File: src/source/timer_macros.svh
`ifndef TIMER_MACROS_SVH
`define TIMER_MACROS_SVH

// Data path widths
`define OPCODE_BITS       8
`define MCYCLE_BITS       3
`define SYSCOUNT_BITS     16
`define REG_BITS          8
`define TICK_BITS         2

// Register select codes, matching 0xFF04 to 0xFF07
`define REG_SEL_DIV       2'd0
`define REG_SEL_TIMA      2'd1
`define REG_SEL_TMA       2'd2
`define REG_SEL_TAC       2'd3

// One machine cycle is four input clocks
`define CLOCKS_PER_MCYCLE 4

// System counter bit watched for each TAC speed code
`define TAP_BIT_0         9
`define TAP_BIT_1         3
`define TAP_BIT_2         5
`define TAP_BIT_3         7

// TAC run bit and the position of DIV inside the system counter
`define TAC_ENABLE_BIT    2
`define DIV_LSB           8

`endif
File: src/source/timerPkg.sv
`include "timer_macros.svh"

package timerPkg;

    // ------------------------------------------------------------------------
    // Vector types
    // ------------------------------------------------------------------------

    // Instruction opcode, unprefixed or second byte after 0xCB
    typedef logic [`OPCODE_BITS-1:0] opcodeT;

    // Machine cycle cost, 0 marks an opcode that does not exist
    typedef logic [`MCYCLE_BITS-1:0] mCyclesT;

    // Free running clock counter, DIV is its upper byte
    typedef logic [`SYSCOUNT_BITS-1:0] sysCountT;

    // One timer register byte
    typedef logic [`REG_BITS-1:0] regByteT;

    // TIMA ticks produced by one counter update
    typedef logic [`TICK_BITS-1:0] tickCountT;

    // ------------------------------------------------------------------------
    // Register select
    // ------------------------------------------------------------------------
    typedef enum logic [1:0] {
        divReg  = `REG_SEL_DIV,
        timaReg = `REG_SEL_TIMA,
        tmaReg  = `REG_SEL_TMA,
        tacReg  = `REG_SEL_TAC
    } timerRegE;

endpackage

File: src/source/timerUnit.sv
`timescale 1ns/10ps

module timerUnit
(
    input  logic               iClock,
    input  logic               rst,

    // End of instruction from the CPU
    input  logic               eof,
    input  timerPkg::opcodeT   opcode,
    input  logic               prefixed,
    input  logic               branchTaken,

    // Register write port
    input  logic               regWrite,
    input  timerPkg::timerRegE regSelect,
    input  timerPkg::regByteT  writeData,

    // Register values, 0xFF04 to 0xFF07
    output timerPkg::regByteT  div,
    output timerPkg::regByteT  tima,
    output timerPkg::regByteT  tma,
    output timerPkg::regByteT  tac,

    output logic               irqTimer
);

    logic                costValid;
    timerPkg::mCyclesT   cost;
    timerPkg::tickCountT timerTicks;
    logic [1:0]          tacSpeed;

    // ------------------------------------------------------------------------
    // Opcode to machine cycles
    // ------------------------------------------------------------------------
    opcodeCycleTable costTable
    (
        .iClock      (iClock),
        .rst         (rst),
        .eof         (eof),
        .opcode      (opcode),
        .prefixed    (prefixed),
        .branchTaken (branchTaken),
        .costValid   (costValid),
        .cost        (cost)
    );

    // ------------------------------------------------------------------------
    // System counter, DIV and tap edges
    // ------------------------------------------------------------------------
    systemCounter sysCounter
    (
        .iClock     (iClock),
        .rst        (rst),
        .costValid  (costValid),
        .cost       (cost),
        .tacSpeed   (tacSpeed),
        .regWrite   (regWrite),
        .regSelect  (regSelect),
        .writeData  (writeData),
        .div        (div),
        .timerTicks (timerTicks)
    );

    // ------------------------------------------------------------------------
    // TIMA, TMA, TAC and the interrupt
    // ------------------------------------------------------------------------
    timaCounter timaCount
    (
        .iClock     (iClock),
        .rst        (rst),
        .timerTicks (timerTicks),
        .regWrite   (regWrite),
        .regSelect  (regSelect),
        .writeData  (writeData),
        .tima       (tima),
        .tma        (tma),
        .tac        (tac),
        .tacSpeed   (tacSpeed),
        .irqTimer   (irqTimer)
    );

endmodule

File: src/source/timaCounter.sv
`timescale 1ns/10ps
`include "timer_macros.svh"

module timaCounter
(
    input  logic                iClock,
    input  logic                rst,
    input  timerPkg::tickCountT timerTicks,
    input  logic                regWrite,
    input  timerPkg::timerRegE  regSelect,
    input  timerPkg::regByteT   writeData,
    output timerPkg::regByteT   tima,
    output timerPkg::regByteT   tma,
    output timerPkg::regByteT   tac,
    output logic [1:0]          tacSpeed,
    output logic                irqTimer
);

    logic       timaWrite;
    logic       tmaWrite;
    logic       tacWrite;
    logic       tacEnable;
    logic [8:0] timaSum;
    logic       overflow;

    // ------------------------------------------------------------------------
    // Register decode
    // ------------------------------------------------------------------------
    assign timaWrite = regWrite && (regSelect == timerPkg::timaReg);
    assign tmaWrite  = regWrite && (regSelect == timerPkg::tmaReg);
    assign tacWrite  = regWrite && (regSelect == timerPkg::tacReg);

    // Speed code goes back to the system counter to pick the tap
    assign tacSpeed  = tac[1:0];
    assign tacEnable = tac[`TAC_ENABLE_BIT];

    // ------------------------------------------------------------------------
    // TIMA increment
    // Up to two ticks arrive at once, so a carry may leave one tick over
    // ------------------------------------------------------------------------
    assign timaSum  = {1'b0, tima} + {7'b0, timerTicks};
    assign overflow = tacEnable && timaSum[8];

    always_ff @(posedge iClock)
    begin
        if (rst)
        begin
            tima <= '0;
        end
        else if (timaWrite)
        begin
            // CPU write wins over a tick in the same cycle
            tima <= writeData;
        end
        else if (overflow)
        begin
            // Reload from TMA, plus the tick that passed the carry
            tima <= tma + timaSum[7:0];
        end
        else if (tacEnable)
        begin
            tima <= timaSum[7:0];
        end
    end

    // Modulo and control registers
    always_ff @(posedge iClock)
    begin
        if (rst)
        begin
            tma <= '0;
            tac <= '0;
        end
        else
        begin
            if (tmaWrite)
            begin
                tma <= writeData;
            end
            if (tacWrite)
            begin
                tac <= writeData;
            end
        end
    end

    // Interrupt 0x50, one cycle, in the cycle TIMA shows the reload
    always_ff @(posedge iClock)
    begin
        if (rst)
        begin
            irqTimer <= 1'b0;
        end
        else
        begin
            irqTimer <= overflow && !timaWrite;
        end
    end

    // A stopped timer never raises the interrupt
    noIrqWhenStopped: assert property (
        @(posedge iClock) disable iff (rst)
        irqTimer |-> $past(tac[`TAC_ENABLE_BIT])
    ) else $error("irqTimer pulsed while TAC was disabled");

endmodule

File: src/source/systemCounter.sv
`timescale 1ns/10ps
`include "timer_macros.svh"

module systemCounter
(
    input  logic                iClock,
    input  logic                rst,
    input  logic                costValid,
    input  timerPkg::mCyclesT   cost,
    input  logic [1:0]          tacSpeed,
    input  logic                regWrite,
    input  timerPkg::timerRegE  regSelect,
    input  timerPkg::regByteT   writeData,
    output timerPkg::regByteT   div,
    output timerPkg::tickCountT timerTicks
);

    timerPkg::sysCountT  sysCount;
    timerPkg::sysCountT  nextCount;
    timerPkg::sysCountT  advance;
    timerPkg::tickCountT nextTicks;
    logic [16:0]         oldWide;
    logic [16:0]         sumWide;
    logic [16:0]         edgeCount;
    logic [3:0]          tapIndex;
    logic                divWrite;

    // Any write to DIV clears the counter, writeData is not stored
    assign divWrite = regWrite && (regSelect == timerPkg::divReg);

    // Counter bit that clocks TIMA
    always_comb
    begin
        case (tacSpeed)
            2'd0:    tapIndex = 4'(`TAP_BIT_0);
            2'd1:    tapIndex = 4'(`TAP_BIT_1);
            2'd2:    tapIndex = 4'(`TAP_BIT_2);
            default: tapIndex = 4'(`TAP_BIT_3);
        endcase
    end

    // ------------------------------------------------------------------------
    // Advance and falling edge count
    // The 17th bit keeps the wrap, so 0xFFFF to 0 counts as an edge too
    // ------------------------------------------------------------------------
    always_comb
    begin
        advance   = costValid
                  ? timerPkg::sysCountT'(cost) * timerPkg::sysCountT'(`CLOCKS_PER_MCYCLE)
                  : '0;
        oldWide   = {1'b0, sysCount};
        sumWide   = oldWide + {1'b0, advance};
        // Falling edges equal the multiples of 2^(tap+1) crossed
        edgeCount = (sumWide >> (tapIndex + 1)) - (oldWide >> (tapIndex + 1));

        if (divWrite)
        begin
            // Clearing a set tap bit is itself a falling edge
            nextCount = '0;
            nextTicks = {1'b0, sysCount[tapIndex]};
        end
        else
        begin
            nextCount = sumWide[15:0];
            nextTicks = timerPkg::tickCountT'(edgeCount);
        end
    end

    always_ff @(posedge iClock)
    begin
        if (rst)
        begin
            sysCount   <= '0;
            timerTicks <= '0;
        end
        else
        begin
            sysCount   <= nextCount;
            timerTicks <= nextTicks;
        end
    end

    assign div = sysCount[`DIV_LSB +: 8];

    // Six machine cycles span at most two periods of the fastest tap
    ticksInRange: assert property (
        @(posedge iClock) disable iff (rst)
        timerTicks <= 2'd2
    ) else $error("timerTicks above 2");

endmodule

File: src/source/opcodeCycleTable.sv
`timescale 1ns/10ps

module opcodeCycleTable
(
    input  logic              iClock,
    input  logic              rst,
    input  logic              eof,
    input  timerPkg::opcodeT  opcode,
    input  logic              prefixed,
    input  logic              branchTaken,
    output logic              costValid,
    output timerPkg::mCyclesT cost
);

    // ------------------------------------------------------------------------
    // Cost tables
    // One 64-bit word per high opcode nibble, one hex digit per low nibble.
    // The leftmost digit is column 0
    // ------------------------------------------------------------------------

    // Unprefixed page, branches not taken
    localparam logic [63:0] baseRows [16] = '{
        64'h1322_1121_5222_1121,   // 0x
        64'h1322_1121_3222_1121,   // 1x
        64'h2322_1121_2222_1121,   // 2x
        64'h2322_3331_2222_1121,   // 3x
        64'h1111_1121_1111_1121,   // 4x
        64'h1111_1121_1111_1121,   // 5x
        64'h1111_1121_1111_1121,   // 6x
        64'h2222_2212_1111_1121,   // 7x
        64'h1111_1121_1111_1121,   // 8x
        64'h1111_1121_1111_1121,   // 9x
        64'h1111_1121_1111_1121,   // Ax
        64'h1111_1121_1111_1121,   // Bx
        64'h2334_3424_2430_3624,   // Cx
        64'h2330_3424_2430_3024,   // Dx
        64'h3320_0424_4140_0024,   // Ex
        64'h3321_0424_3241_0024    // Fx
    };

    // Conditional JR, JP, CALL and RET when the condition holds.
    // Every other opcode is 0 here, which is also how branches are recognised
    localparam logic [63:0] takenRows [16] = '{
        64'h0000_0000_0000_0000,   // 0x
        64'h0000_0000_0000_0000,   // 1x
        64'h3000_0000_3000_0000,   // 2x
        64'h3000_0000_3000_0000,   // 3x
        64'h0000_0000_0000_0000,   // 4x
        64'h0000_0000_0000_0000,   // 5x
        64'h0000_0000_0000_0000,   // 6x
        64'h0000_0000_0000_0000,   // 7x
        64'h0000_0000_0000_0000,   // 8x
        64'h0000_0000_0000_0000,   // 9x
        64'h0000_0000_0000_0000,   // Ax
        64'h0000_0000_0000_0000,   // Bx
        64'h5040_6000_5040_6000,   // Cx
        64'h5040_6000_5040_6000,   // Dx
        64'h0000_0000_0000_0000,   // Ex
        64'h0000_0000_0000_0000    // Fx
    };

    // 0xCB page, (HL) operands cost more, BIT n,(HL) only reads
    localparam logic [63:0] prefixRows [16] = '{
        64'h2222_2242_2222_2242,   // 0x rotates
        64'h2222_2242_2222_2242,   // 1x
        64'h2222_2242_2222_2242,   // 2x shifts
        64'h2222_2242_2222_2242,   // 3x swap, srl
        64'h2222_2232_2222_2232,   // 4x bit
        64'h2222_2232_2222_2232,   // 5x
        64'h2222_2232_2222_2232,   // 6x
        64'h2222_2232_2222_2232,   // 7x
        64'h2222_2242_2222_2242,   // 8x res
        64'h2222_2242_2222_2242,   // 9x
        64'h2222_2242_2222_2242,   // Ax
        64'h2222_2242_2222_2242,   // Bx
        64'h2222_2242_2222_2242,   // Cx set
        64'h2222_2242_2222_2242,   // Dx
        64'h2222_2242_2222_2242,   // Ex
        64'h2222_2242_2222_2242    // Fx
    };

    // Pick one digit out of a table row
    function automatic timerPkg::mCyclesT lookupCost(
        input logic [63:0] row,
        input logic [3:0]  column
    );
        int unsigned position;
        position = (15 - int'(column)) * 4;
        return row[position +: 3];
    endfunction

    timerPkg::mCyclesT baseCost;
    timerPkg::mCyclesT takenCost;
    timerPkg::mCyclesT prefixCost;
    timerPkg::mCyclesT selectedCost;
    logic              isBranch;

    assign baseCost   = lookupCost(baseRows[opcode[7:4]], opcode[3:0]);
    assign takenCost  = lookupCost(takenRows[opcode[7:4]], opcode[3:0]);
    assign prefixCost = lookupCost(prefixRows[opcode[7:4]], opcode[3:0]);
    assign isBranch   = (takenCost != '0);

    always_comb
    begin
        if (prefixed)
        begin
            selectedCost = prefixCost;
        end
        else if (isBranch && branchTaken)
        begin
            selectedCost = takenCost;
        end
        else
        begin
            selectedCost = baseCost;
        end
    end

    // ------------------------------------------------------------------------
    // Output register, one cycle behind eof
    // ------------------------------------------------------------------------
    always_ff @(posedge iClock)
    begin
        if (rst)
        begin
            costValid <= 1'b0;
        end
        else
        begin
            costValid <= eof;
        end
    end

    always_ff @(posedge iClock)
    begin
        if (eof)
        begin
            cost <= selectedCost;
        end
    end

    // A presented cost always belongs to an opcode that exists
    costFollowsEof: assert property (
        @(posedge iClock) disable iff (rst)
        costValid |-> (cost != '0)
    ) else $error("costValid with a zero cost, the opcode does not exist");

endmodule

File: config.mk
export PLATFORM = sky130hd
export DESIGN_NAME = timerUnit
export DESIGN_NICKNAME = d
export VERILOG_FILES = /design/src/source/timerPkg.sv /design/src/source/timerUnit.sv /design/src/source/timaCounter.sv /design/src/source/systemCounter.sv /design/src/source/opcodeCycleTable.sv
export VERILOG_INCLUDE_DIRS = /design/src /design/src/source
export SDC_FILE = /design/constraint.sdc
export NUM_CORES = 1
export LEC_CHECK = 0
export BUFFER_PORTS_ARGS = -buffer_cell sky130_fd_sc_hd__buf_2
export CORE_MARGIN = 5
export CORE_UTILIZATION = 41
export CTS_CLUSTER_DIAMETER = 120
export DETAILED_ROUTE_END_ITERATION = 8
export SYNTH_ARGS = -nofsm -noshare
export SYNTH_HDL_FRONTEND = slang
export SYNTH_HIERARCHICAL = 1
export SYNTH_SLANG_ARGS = --single-unit
File: constraint.sdc
create_clock -name iClock -period 3.2 [get_ports iClock]
set_input_delay 0.16 -clock iClock [delete_from_list [all_inputs] [get_ports iClock]]
set_output_delay 0.16 -clock iClock [all_outputs]
set_load 0.02 [all_outputs]
==> results of run 1 <==
==> routing by layer <==
metal	part of all wire [%]	up-vias	wire length [um]
met2	46	68	3688
met3	6.0	10	476
met1	46	1372	3668
met5	0.24	-	19
met4	1.2	4	98
li1	-	1451	-
==> flip-flops by register name, indices dropped and copies added, names as in the netlist <==
signal                 flops
sysCounter/sysCount       14
sysCounter/timerTicks      2
timaCount/tac              8
timaCount/tima             8
timaCount/tma              8
costTable/costValid        1
costTable/cost             3
timaCount/irqTimer         1
==> cell families (layout without fill, tap and decap cells) <==
group / Yosys count / after routing / share of synthesized area [%]
flops: 45 / 45 / 28.10
compound gates: 91 / 91 / 20.17
xor+xnor: 22 / 22 / 5.816
simple gates: 151 / 151 / 23.94
fa+ha+maj: 17 / 17 / 7.100
mux: 21 / 21 / 8.006
buf+inv: 40 / 71 / 6.873
==> stage by stage <==
stage | setup slack, ps | hold WS [ps]
3_3_place_gp | 183.9 | 414.3
3_5_place_dp | 86.00 | 425.8
2_1_floorplan | 316.9 | 231.6
5_1_grt | 22.54 | 93.33
6_report | 167.4 | 108.4
4_1_cts | 71.10 | 100.5
==> cell type report <==
type,instances,area [um^2]
Clock inverter,3,21.27
Multi-Input combinational cell,302,2170
Inverter,7,26.28
Fill cell,782,4183
Clock buffer,5,68.82
Sequential cell,45,930.9
Tap cell,102,127.6
Timing Repair Buffer,56,280.3
==> cell usage in the layout (no fill, tap or decap), types with 11 or more instances in the layout <==
master   count
buf_2       56
ha_1        13
nand3_1     16
o21ai_0     14
xor2_1      11
nor2_1      53
mux2i_1     16
a21oi_1     22
xnor2_1     11
nand2_1     22
dfxtp_1     42
==> path summary, 6_finish.rpt <==
| check | cells past startpoint | to | from |
|---|---|---|---|
| worst max-delay path | 13 | sysCounter/timerTicks[1]$_SDFF_PP0_ | costTable/costValid$_SDFF_PP0_ |
| worst min-delay path | 1 | costTable/cost[0]$_DFFE_PP_ | eof |
| worst max register to register | 13 | sysCounter/timerTicks[1]$_SDFF_PP0_ | costTable/costValid$_SDFF_PP0_ |
| worst min register to register | 2 | timaCount/tac[3]$_SDFFE_PP0P_ | timaCount/tac[3]$_SDFFE_PP0P_ |
==> where the power goes <==
| part | switching, mW | internal (mW) |
|---|---|---|
| clock | 0.211 | 0.155 |
| sequential | 0.0221 | 0.587 |
| combinational | 0.134 | 0.0858 |
==> impl_metrics.yaml, run 1 <==
clock_tree:
  cts-buffers-inserted: 5
  ctsHoldBuffers: 0
  cts.sinks: 45
  clk_latency_ps: 300
  cts_buffer_depth: 2
  tritoncts: "done"
  h-tree-depth: 2
  cts_root_buf: "clkbuf_8"
  post_cts_buffers: 0
  ctsResizeCount: 0
  clkTransAtPathRegs_ps: 90
synthesis:
  synthCells: 387
  ys_warn_count: 6
  ys_seq_area_share_pct: 28.10
  yosysTopAreaCellShare_pct: 25.38
  synth-main-ff-cell: "dfxtp_1"
  avgSynthCellArea_um2: 8.561
  synth_nets: 428
  ys_types: 70
  async_flop_share_pct: 0
  syn_area_mm2: 0.003313
  yosys-top-cells-count: "53 x nor2_1, 42 x dfxtp_1, 22 x a21oi_1, 22 x nand2_1"
  synth_seq_cells: 45
  ys_top_cells_by_area: "dfxtp_1 25%, nor2_1 6.0%, ha_1 5.3%"
  synth_edf_count: 3
  yosysMostFrequentCell: "nor2_1"
  synth_area_leader_cell: "dfxtp_1"
drt:
  vias: 2905
  antenna_left: 0
  routedWlPerCell_um: 15.29
  drt_iter0_drc: 168
  drc_errors: 0
  drt-vias-per-instance: 5.587
  dr.pass1.iters: 4
  drt_wl_total_um: 7950
final_layout:
  antenna_cells: 0
  syn_to_final_growth_pct: 9.403
  layout.cells.non_filler: 520
  design_area_mm2: 0.003625
  layout-drive-gt1-share_pct: 21.77
  fin_util_pct: 46.43
  nNetsFinal: 458
global_route:
  met3_usage_pct: 3.614
  gr-total-overflow: 0
  antenna_found_initial: 2
  top_usage_layer: "met2"
  grtUsageTotal_pct: 16.05
  grt_pass1_wl_um: 13300
  use_met1_pct: 21.15
  first_global_vias: 2820
  grt_max_degree: 29
  use_met2_pct: 26.12
floorplan:
  fp.dieW_um: 99.90
  initial_core_util_pct: 42.44
  num_io_pins: 57
  rows: 32
  die_area_mm2: 0.009979
  die_h_um: 99.90
  coreArea_mm2: 0.007807
status:
  outcome: "complete, no violations"
worst_setup_path:
  crit_family: "adder cells"
  critPathLaunchType: "register"
  rrSetupSlack_ps: 170
  cp_max_fo: 3
  critPathMaxStageDelay_ps: 470
  crit_type: "reg -> reg"
  arrival_ps: 3210
  cpMaxStageDelayCell: "mux4_2"
  required_ps: 3380
  cp_num_buf_inv: 1
  crit_chain: "and2_4, ha_4, inv_1, fa_1, and2b_1, o211a_1, nand4_1, xor2_1, mux4_2, ha_1, xor2_1, o21ai_0, nor3b_2"
  worst_setup_path_end_kind: "register"
  crit_top_cell: "xor2_1"
power_and_ir_drop:
  p_per_area_mw_per_mm2: 329.4
  p_leak_nw: 1.635
  ir_drop_mv: 0.1654
  power_mw: 1.194
sta:
  worstMarginPinSlew_ps: 662.0
  min_period_over_period_pct: 94.77
  post-route-min-period_ps: 3033
  drv_slew: 0
  max_freq_ghz: 0.3298
  grt_setup_unrepaired: "false"
  hold_violations: 0
  fin_skew_ps: 10.29
  finalSetupViolCount: 0
  fin_setup_tns_ps: 0
  slew_headroom_pct: 55.87
place:
  place_area_mm2: 0.003520
  io_buffers: 56
  dpl.hpwl_um: 5919
  placed_cells: 512
  routabilityCongestion: 0.8971
run:
  maxCapViolCount: 0
worst_hold_path:
  hold_path.class: "in -> reg"
Note: power is estimated with default switching activity, not from simulation.
==> inputs of run 2 (changes only) <==
--- a/config.mk
+++ b/config.mk
@@ -7,10 +7,14 @@
 export NUM_CORES = 1
 export LEC_CHECK = 0
 export BUFFER_PORTS_ARGS = -buffer_cell sky130_fd_sc_hd__buf_2
+export CELL_PAD_IN_SITES_DETAIL_PLACEMENT = 0
+export CELL_PAD_IN_SITES_GLOBAL_PLACEMENT = 1
 export CORE_MARGIN = 5
 export CORE_UTILIZATION = 41
 export CTS_CLUSTER_DIAMETER = 120
 export DETAILED_ROUTE_END_ITERATION = 8
+export MAX_ROUTING_LAYER = met4
+export PLACE_DENSITY_LB_ADDON = 0.1
 export SYNTH_ARGS = -nofsm -noshare
 export SYNTH_HDL_FRONTEND = slang
 export SYNTH_HIERARCHICAL = 1
==> run 2 against run 1 <==
Against the previous run:
- sequential power barely moved
- setup slack improved by 54 ps
- first-iteration DRC count fell by 44%
- clock-buffer cell count rose by 1
- power rose by 5.3%
- core utilization rose by 0.14 points
- combinational power barely moved
- critical path depth did not move
- global-route usage rose by 0.61 points
- hold slack improved by 2.6 ps
- critical path type unchanged
- clock skew fell by 0.77 ps
==> impl_metrics.yaml, run 2 (synthesized netlist as in run 1, its figures left out) <==
status:
  outcome: "complete, no violations"
worst_hold_path:
  holdPathStages: 1
  hold_path.class: "in -> reg"
  holdPathEnd: "costTable/cost[1]$_DFFE_PP_"
  hp-start: "eof"
global_route:
  grt_pass1_wl_um: 13260
  met3_usage_pct: 2.502
  grtUsageTotal_pct: 16.66
  first_global_vias: 2696
  use_met1_pct: 22.62
  use_met2_pct: 26.48
  top_usage_layer: "met2"
  grt_max_degree: 29
  antenna_found_initial: 0
  gr-total-overflow: 0
sta:
  fin_setup_tns_ps: 0
  slew_headroom_pct: 54.99
  max_freq_ghz: 0.3358
  hold_violations: 0
  min_period_over_period_pct: 93.07
  grt_setup_unrepaired: "false"
  fin_skew_ps: 9.516
  drv_slew: 0
  finalSetupViolCount: 0
  post-route-min-period_ps: 2978
  worstMarginPinSlew_ps: 675.2
floorplan:
  die_area_mm2: 0.009979
  fp.dieW_um: 99.90
  rows: 32
  coreArea_mm2: 0.007807
  num_io_pins: 57
  initial_core_util_pct: 42.44
  die_h_um: 99.90
run:
  maxCapViolCount: 0
drt:
  routedWlPerCell_um: 15.59
  drt_wl_total_um: 8106
  drt-vias-per-instance: 5.573
  vias: 2898
  antenna_left: 0
  drt_iter0_drc: 94
  dr.pass1.iters: 4
  drc_errors: 0
worst_setup_path:
  ff2ff_path_depth: 13
  crit_chain: "and2_1, ha_2, inv_1, fa_2, and2b_1, o211a_1, nand4_1, xor2_1, mux4_2, ha_1, xor2_1, o21ai_0, nor3b_2"
  critPathLaunchType: "register"
  r2r_end: "sysCounter/timerTicks[1]$_SDFF_PP0_"
  critPathMaxStageDelay_ps: 460
  required_ps: 3360
  crit_type: "reg -> reg"
  cpMaxStageDelayCell: "mux4_2"
  rr_startpoint: "costTable/costValid$_SDFF_PP0_"
  cp_max_fo: 3
  worst_setup_path_end_kind: "register"
  arrival_ps: 3140
  crit_top_cell: "xor2_1"
  rrSetupSlack_ps: 220
final_layout:
  layout.cells.non_filler: 520
  largest_reg_flops: 14
  fillers: 781
  layout-drive-gt1-share_pct: 21.53
  syn_to_final_growth_pct: 9.743
  mostFrequentLayoutCell: "buf_2"
  layout_common_cells: "56 x buf_2, 53 x nor2_1, 42 x dfxtp_1"
  nNetsFinal: 458
  top_register: "sysCounter/sysCount"
  antenna_cells: 0
power_and_ir_drop:
  p_leak_nw: 1.645
  clock_power_share_pct: 34.2
  ir_drop_mv: 0.1568
  power_frac_seq_pct: 48.4
  switchingPower_uw: 350.7
  p_per_area_mw_per_mm2: 345.6
  p_comb_share_pct: 17.4
  switching_share_pct: 27.91
  internal-power_uw: 905.8
clock_tree:
  h-tree-depth: 2
  cts-buffers-inserted: 5
  clkTransAtPathRegs_ps: 90
  cts.sinks: 45
  cts_buffer_depth: 2
  clk_latency_ps: 290
  tritoncts: "done"
  cts_root_buf: "clkbuf_8"
place:
  io_buffers: 56
  routabilityCongestion: 0.8591
  dpl.hpwl_um: 6108
  placed_cells: 512
==> run 2: per-layer routing <==
metal  wire length, um  vias to the layer above
met5                 0                        -
met4                46                        0
met3               368                        4
met2              3763                       57
met1              3927                     1379
li1                  -                     1458
==> run 2: repair_timing <==
item                                    in CTS  in global routing
resized for setup                            0                  2
buffers inserted                             0                  0
hold endpoints to repair                     0                  0
endpoints found under the setup margin       0                  1
hold buffers                                 0                  0
==> run 2: cell type report <==
type / count / area (um^2) / area share, %
Sequential cell: 45 / 930.9 / 25.60
Multi-Input combinational cell: 302 / 2160 / 59.39
Clock buffer: 6 / 72.57 / 1.996
Clock inverter: 2 / 38.79 / 1.067
Tap cell: 102 / 127.6 / 3.510
Timing Repair Buffer: 56 / 280.3 / 7.708
Inverter: 7 / 26.28 / 0.7226
==> run 2: power by group through the flow <==
stage          clock network [mW]  registers (mW)  logic (mW)
2_1_floorplan                   0           0.629       0.150
6_report                    0.430           0.608       0.219
4_1_cts                     0.449           0.608       0.219
3_3_place_gp                    0           0.622       0.218
3_5_place_dp                    0           0.622       0.218
5_1_grt                     0.468           0.612       0.244
==> run 2: worst max-delay path, delay by kind of cell, from the launching register on <==
| kind | cells | cell delay, ps |
|---|---|---|
| AO/OA/AOI/OAI | 2 | 260 |
| XOR/XNOR | 2 | 330 |
| adder cells (fa/ha/maj) | 3 | 760 |
| buffers and inverters | 1 | 60 |
| flip-flops | 1 | 340 |
| multiplexers | 1 | 460 |
| AND/OR/NAND/NOR | 4 | 620 |
==> run 2: how the worst max path moves through the flow <==
stage	start	endpoint
after floorplan	costTable/costValid$_SDFF_PP0_	sysCounter/timerTicks[1]$_SDFF_PP0_
after global placement	costTable/costValid$_SDFF_PP0_	sysCounter/timerTicks[1]$_SDFF_PP0_
after detailed placement	costTable/costValid$_SDFF_PP0_	sysCounter/timerTicks[1]$_SDFF_PP0_
after CTS	costTable/costValid$_SDFF_PP0_	sysCounter/timerTicks[1]$_SDFF_PP0_
after global routing	costTable/costValid$_SDFF_PP0_	sysCounter/timerTicks[1]$_SDFF_PP0_
final	costTable/costValid$_SDFF_PP0_	sysCounter/timerTicks[1]$_SDFF_PP0_
==> run 2: metrics by stage <==
step	util, %	setup WS (ps)	hold WS, ps	total power, mW	area (um^2)
finish	46.57	221.6	111.0	1.257	3636
global route	46.57	58.34	101.9	1.324	3636
CTS	46.51	116.2	94.28	1.277	3631
detailed placement	45.08	144.1	411.3	0.8396	3520
global placement	45.08	174.9	407.1	0.8394	3520
floorplan	-	316.9	231.6	0.7791	3313
==> inputs of run 3 (changes only) <==
--- a/config.mk
+++ b/config.mk
@@ -11,7 +11,9 @@
 export CELL_PAD_IN_SITES_GLOBAL_PLACEMENT = 1
 export CORE_MARGIN = 5
 export CORE_UTILIZATION = 41
+export CTS_BUF_LIST = sky130_fd_sc_hd__clkbuf_8
 export CTS_CLUSTER_DIAMETER = 120
+export CTS_CLUSTER_SIZE = 12
 export DETAILED_ROUTE_END_ITERATION = 8
 export MAX_ROUTING_LAYER = met4
 export PLACE_DENSITY_LB_ADDON = 0.1
==> run 3 against run 2 <==
Against the previous run:
- setup slack lost 1.6 ps
- first-iteration DRC count is the same
- die area is the same
- sequential share of layout area is the same
- sequential power is essentially flat
- power shrank 0.20%
- non-clock buffer count is the same
- via count grew 0.14%
- combinational power is essentially flat
- largest cell class unchanged
- largest power group unchanged
- highest routed layer unchanged
==> impl_metrics.yaml, run 3 (synthesized netlist as in run 1, its figures left out) <==
global_route:
  grt_pass1_wl_um: 13260
  first_global_vias: 2696
  gr-total-overflow: 0
  antenna_found_initial: 0
  grt_max_degree: 29
  grtUsageTotal_pct: 16.66
final_layout:
  layout-drive-gt1-share_pct: 21.53
  fillers: 781
  mostFrequentLayoutCell: "buf_2"
  nNetsFinal: 458
  layout_common_cells: "56 x buf_2, 53 x nor2_1, 42 x dfxtp_1"
  largest_reg_flops: 14
  layout.cells.non_filler: 520
  fin_util_pct: 46.57
  top_register: "sysCounter/sysCount"
  antenna_cells: 0
  syn_to_final_growth_pct: 9.743
clock_tree:
  tritoncts: "done"
  cts_buffer_depth: 2
  cts-buffers-inserted: 5
  clk_latency_ps: 290
  h-tree-depth: 2
  cts_root_buf: "clkbuf_8"
  cts.sinks: 45
  clkTransAtPathRegs_ps: 90
run:
  maxCapViolCount: 0
sta:
  worstMarginPinSlew_ps: 669.0
  drv_slew: 0
  finalSetupViolCount: 0
  hold_violations: 0
  fin_skew_ps: 9.614
  max_freq_ghz: 0.3356
  slew_headroom_pct: 55.40
  grt_setup_unrepaired: "false"
  post-route-min-period_ps: 2980
  fin_setup_tns_ps: 0
  min_period_over_period_pct: 93.13
power_and_ir_drop:
  power_mw: 1.254
  p_comb_share_pct: 17.4
  internal-power_uw: 902.7
  switchingPower_uw: 351.3
  switching_share_pct: 28.02
  ir_drop_mv: 0.1568
  clock_power_share_pct: 34.1
  p_leak_nw: 1.649
  p_per_area_mw_per_mm2: 344.9
  power_frac_seq_pct: 48.5
drt:
  routedWlPerCell_um: 15.57
  antenna_left: 0
  drt_iter0_drc: 94
  dr.pass1.iters: 4
  drt-vias-per-instance: 5.581
  drc_errors: 0
  drt_wl_total_um: 8096
  vias: 2902
floorplan:
  num_io_pins: 57
  coreArea_mm2: 0.007807
  initial_core_util_pct: 42.44
  die_h_um: 99.90
  fp.dieW_um: 99.90
  rows: 32
  die_area_mm2: 0.009979
place:
  routabilityCongestion: 0.8591
  io_buffers: 56
  dpl.hpwl_um: 6108
  placed_cells: 512
worst_setup_path:
  critPathLaunchType: "register"
  arrival_ps: 3140
  required_ps: 3360
  worst_setup_path_end_kind: "register"
  crit_type: "reg -> reg"
  cp_max_fo: 3
status:
  outcome: "complete, no violations"
worst_hold_path:
  hold_path.class: "in -> reg"
==> run 3: cell count changes in the layout (fill, tap and decap cells not counted) <==
| cell | previous run | this run |
|---|---|---|
| clkbuf_1 | 1 | 0 |
| inv_1 | 7 | 8 |
==> run 3: layout make-up <==
cell class,count,area (um^2),share of cell area [%]
clock buffer,5,68.82,1.893
clock inverter,3,42.54,1.170
inverter,7,26.28,0.7226
multi-input combinational,302,2160,59.39
sequential,45,930.9,25.60
tap,102,127.6,3.510
timing repair buffer,56,280.3,7.708
==> run 3: worst paths after layout <==
path,startpoint,to,slack (ps),cells after the start
worst min register to register,timaCount/tac[7]$_SDFFE_PP0P_,timaCount/tac[7]$_SDFFE_PP0P_,500,2
worst max-delay path,costTable/costValid$_SDFF_PP0_,sysCounter/timerTicks[1]$_SDFF_PP0_,220,13
worst min-delay path,eof,costTable/cost[1]$_DFFE_PP_,110,1
worst max register to register,costTable/costValid$_SDFF_PP0_,sysCounter/timerTicks[1]$_SDFF_PP0_,220,13
==> run 3: per-layer routing <==
metal	GRT usage [%]	wire (um)	vias to the layer above
met5	-	0	-
met4	3.361	46	0
met3	2.502	389	4
met2	26.48	3747	66
met1	22.62	3912	1372
li1	-	-	1460
==> run 3: stage by stage <==
stage / instance area, um^2 / hold slack [ps] / setup slack [ps]
floorplan: 3313 / 231.6 / 316.9
global placement: 3520 / 407.1 / 174.9
detailed placement: 3520 / 411.3 / 144.1
CTS: 3631 / 96.97 / 119.9
global route: 3636 / 101.4 / 57.78
finish: 3636 / 110.5 / 220.0
==> run 3: power groups by stage <==
stage	registers [mW]	clock network, mW	logic [mW]
final	0.608	0.427	0.219
after global placement	0.622	0	0.218
after CTS	0.608	0.443	0.219
after floorplan	0.629	0	0.150
after detailed placement	0.622	0	0.218
after global routing	0.612	0.465	0.244
==> run 3: critical path: stages (launching register included) <==
cell and delay [ps]:
dfxtp_1 340, and2_1 120, ha_2 200, inv_1 60, fa_2 340, and2b_1 240, o211a_1 160, nand4_1 110
xor2_1 180, mux4_2 460, ha_1 220, xor2_1 160, o21ai_0 100, nor3b_2 150
==> run 3: what timing repair did <==
action                                  4_1_cts  5_1_grt
setup buffers                                 0        0
hold buffers                                  0        0
endpoints found under the setup margin        0        1
resized for setup                             0        2
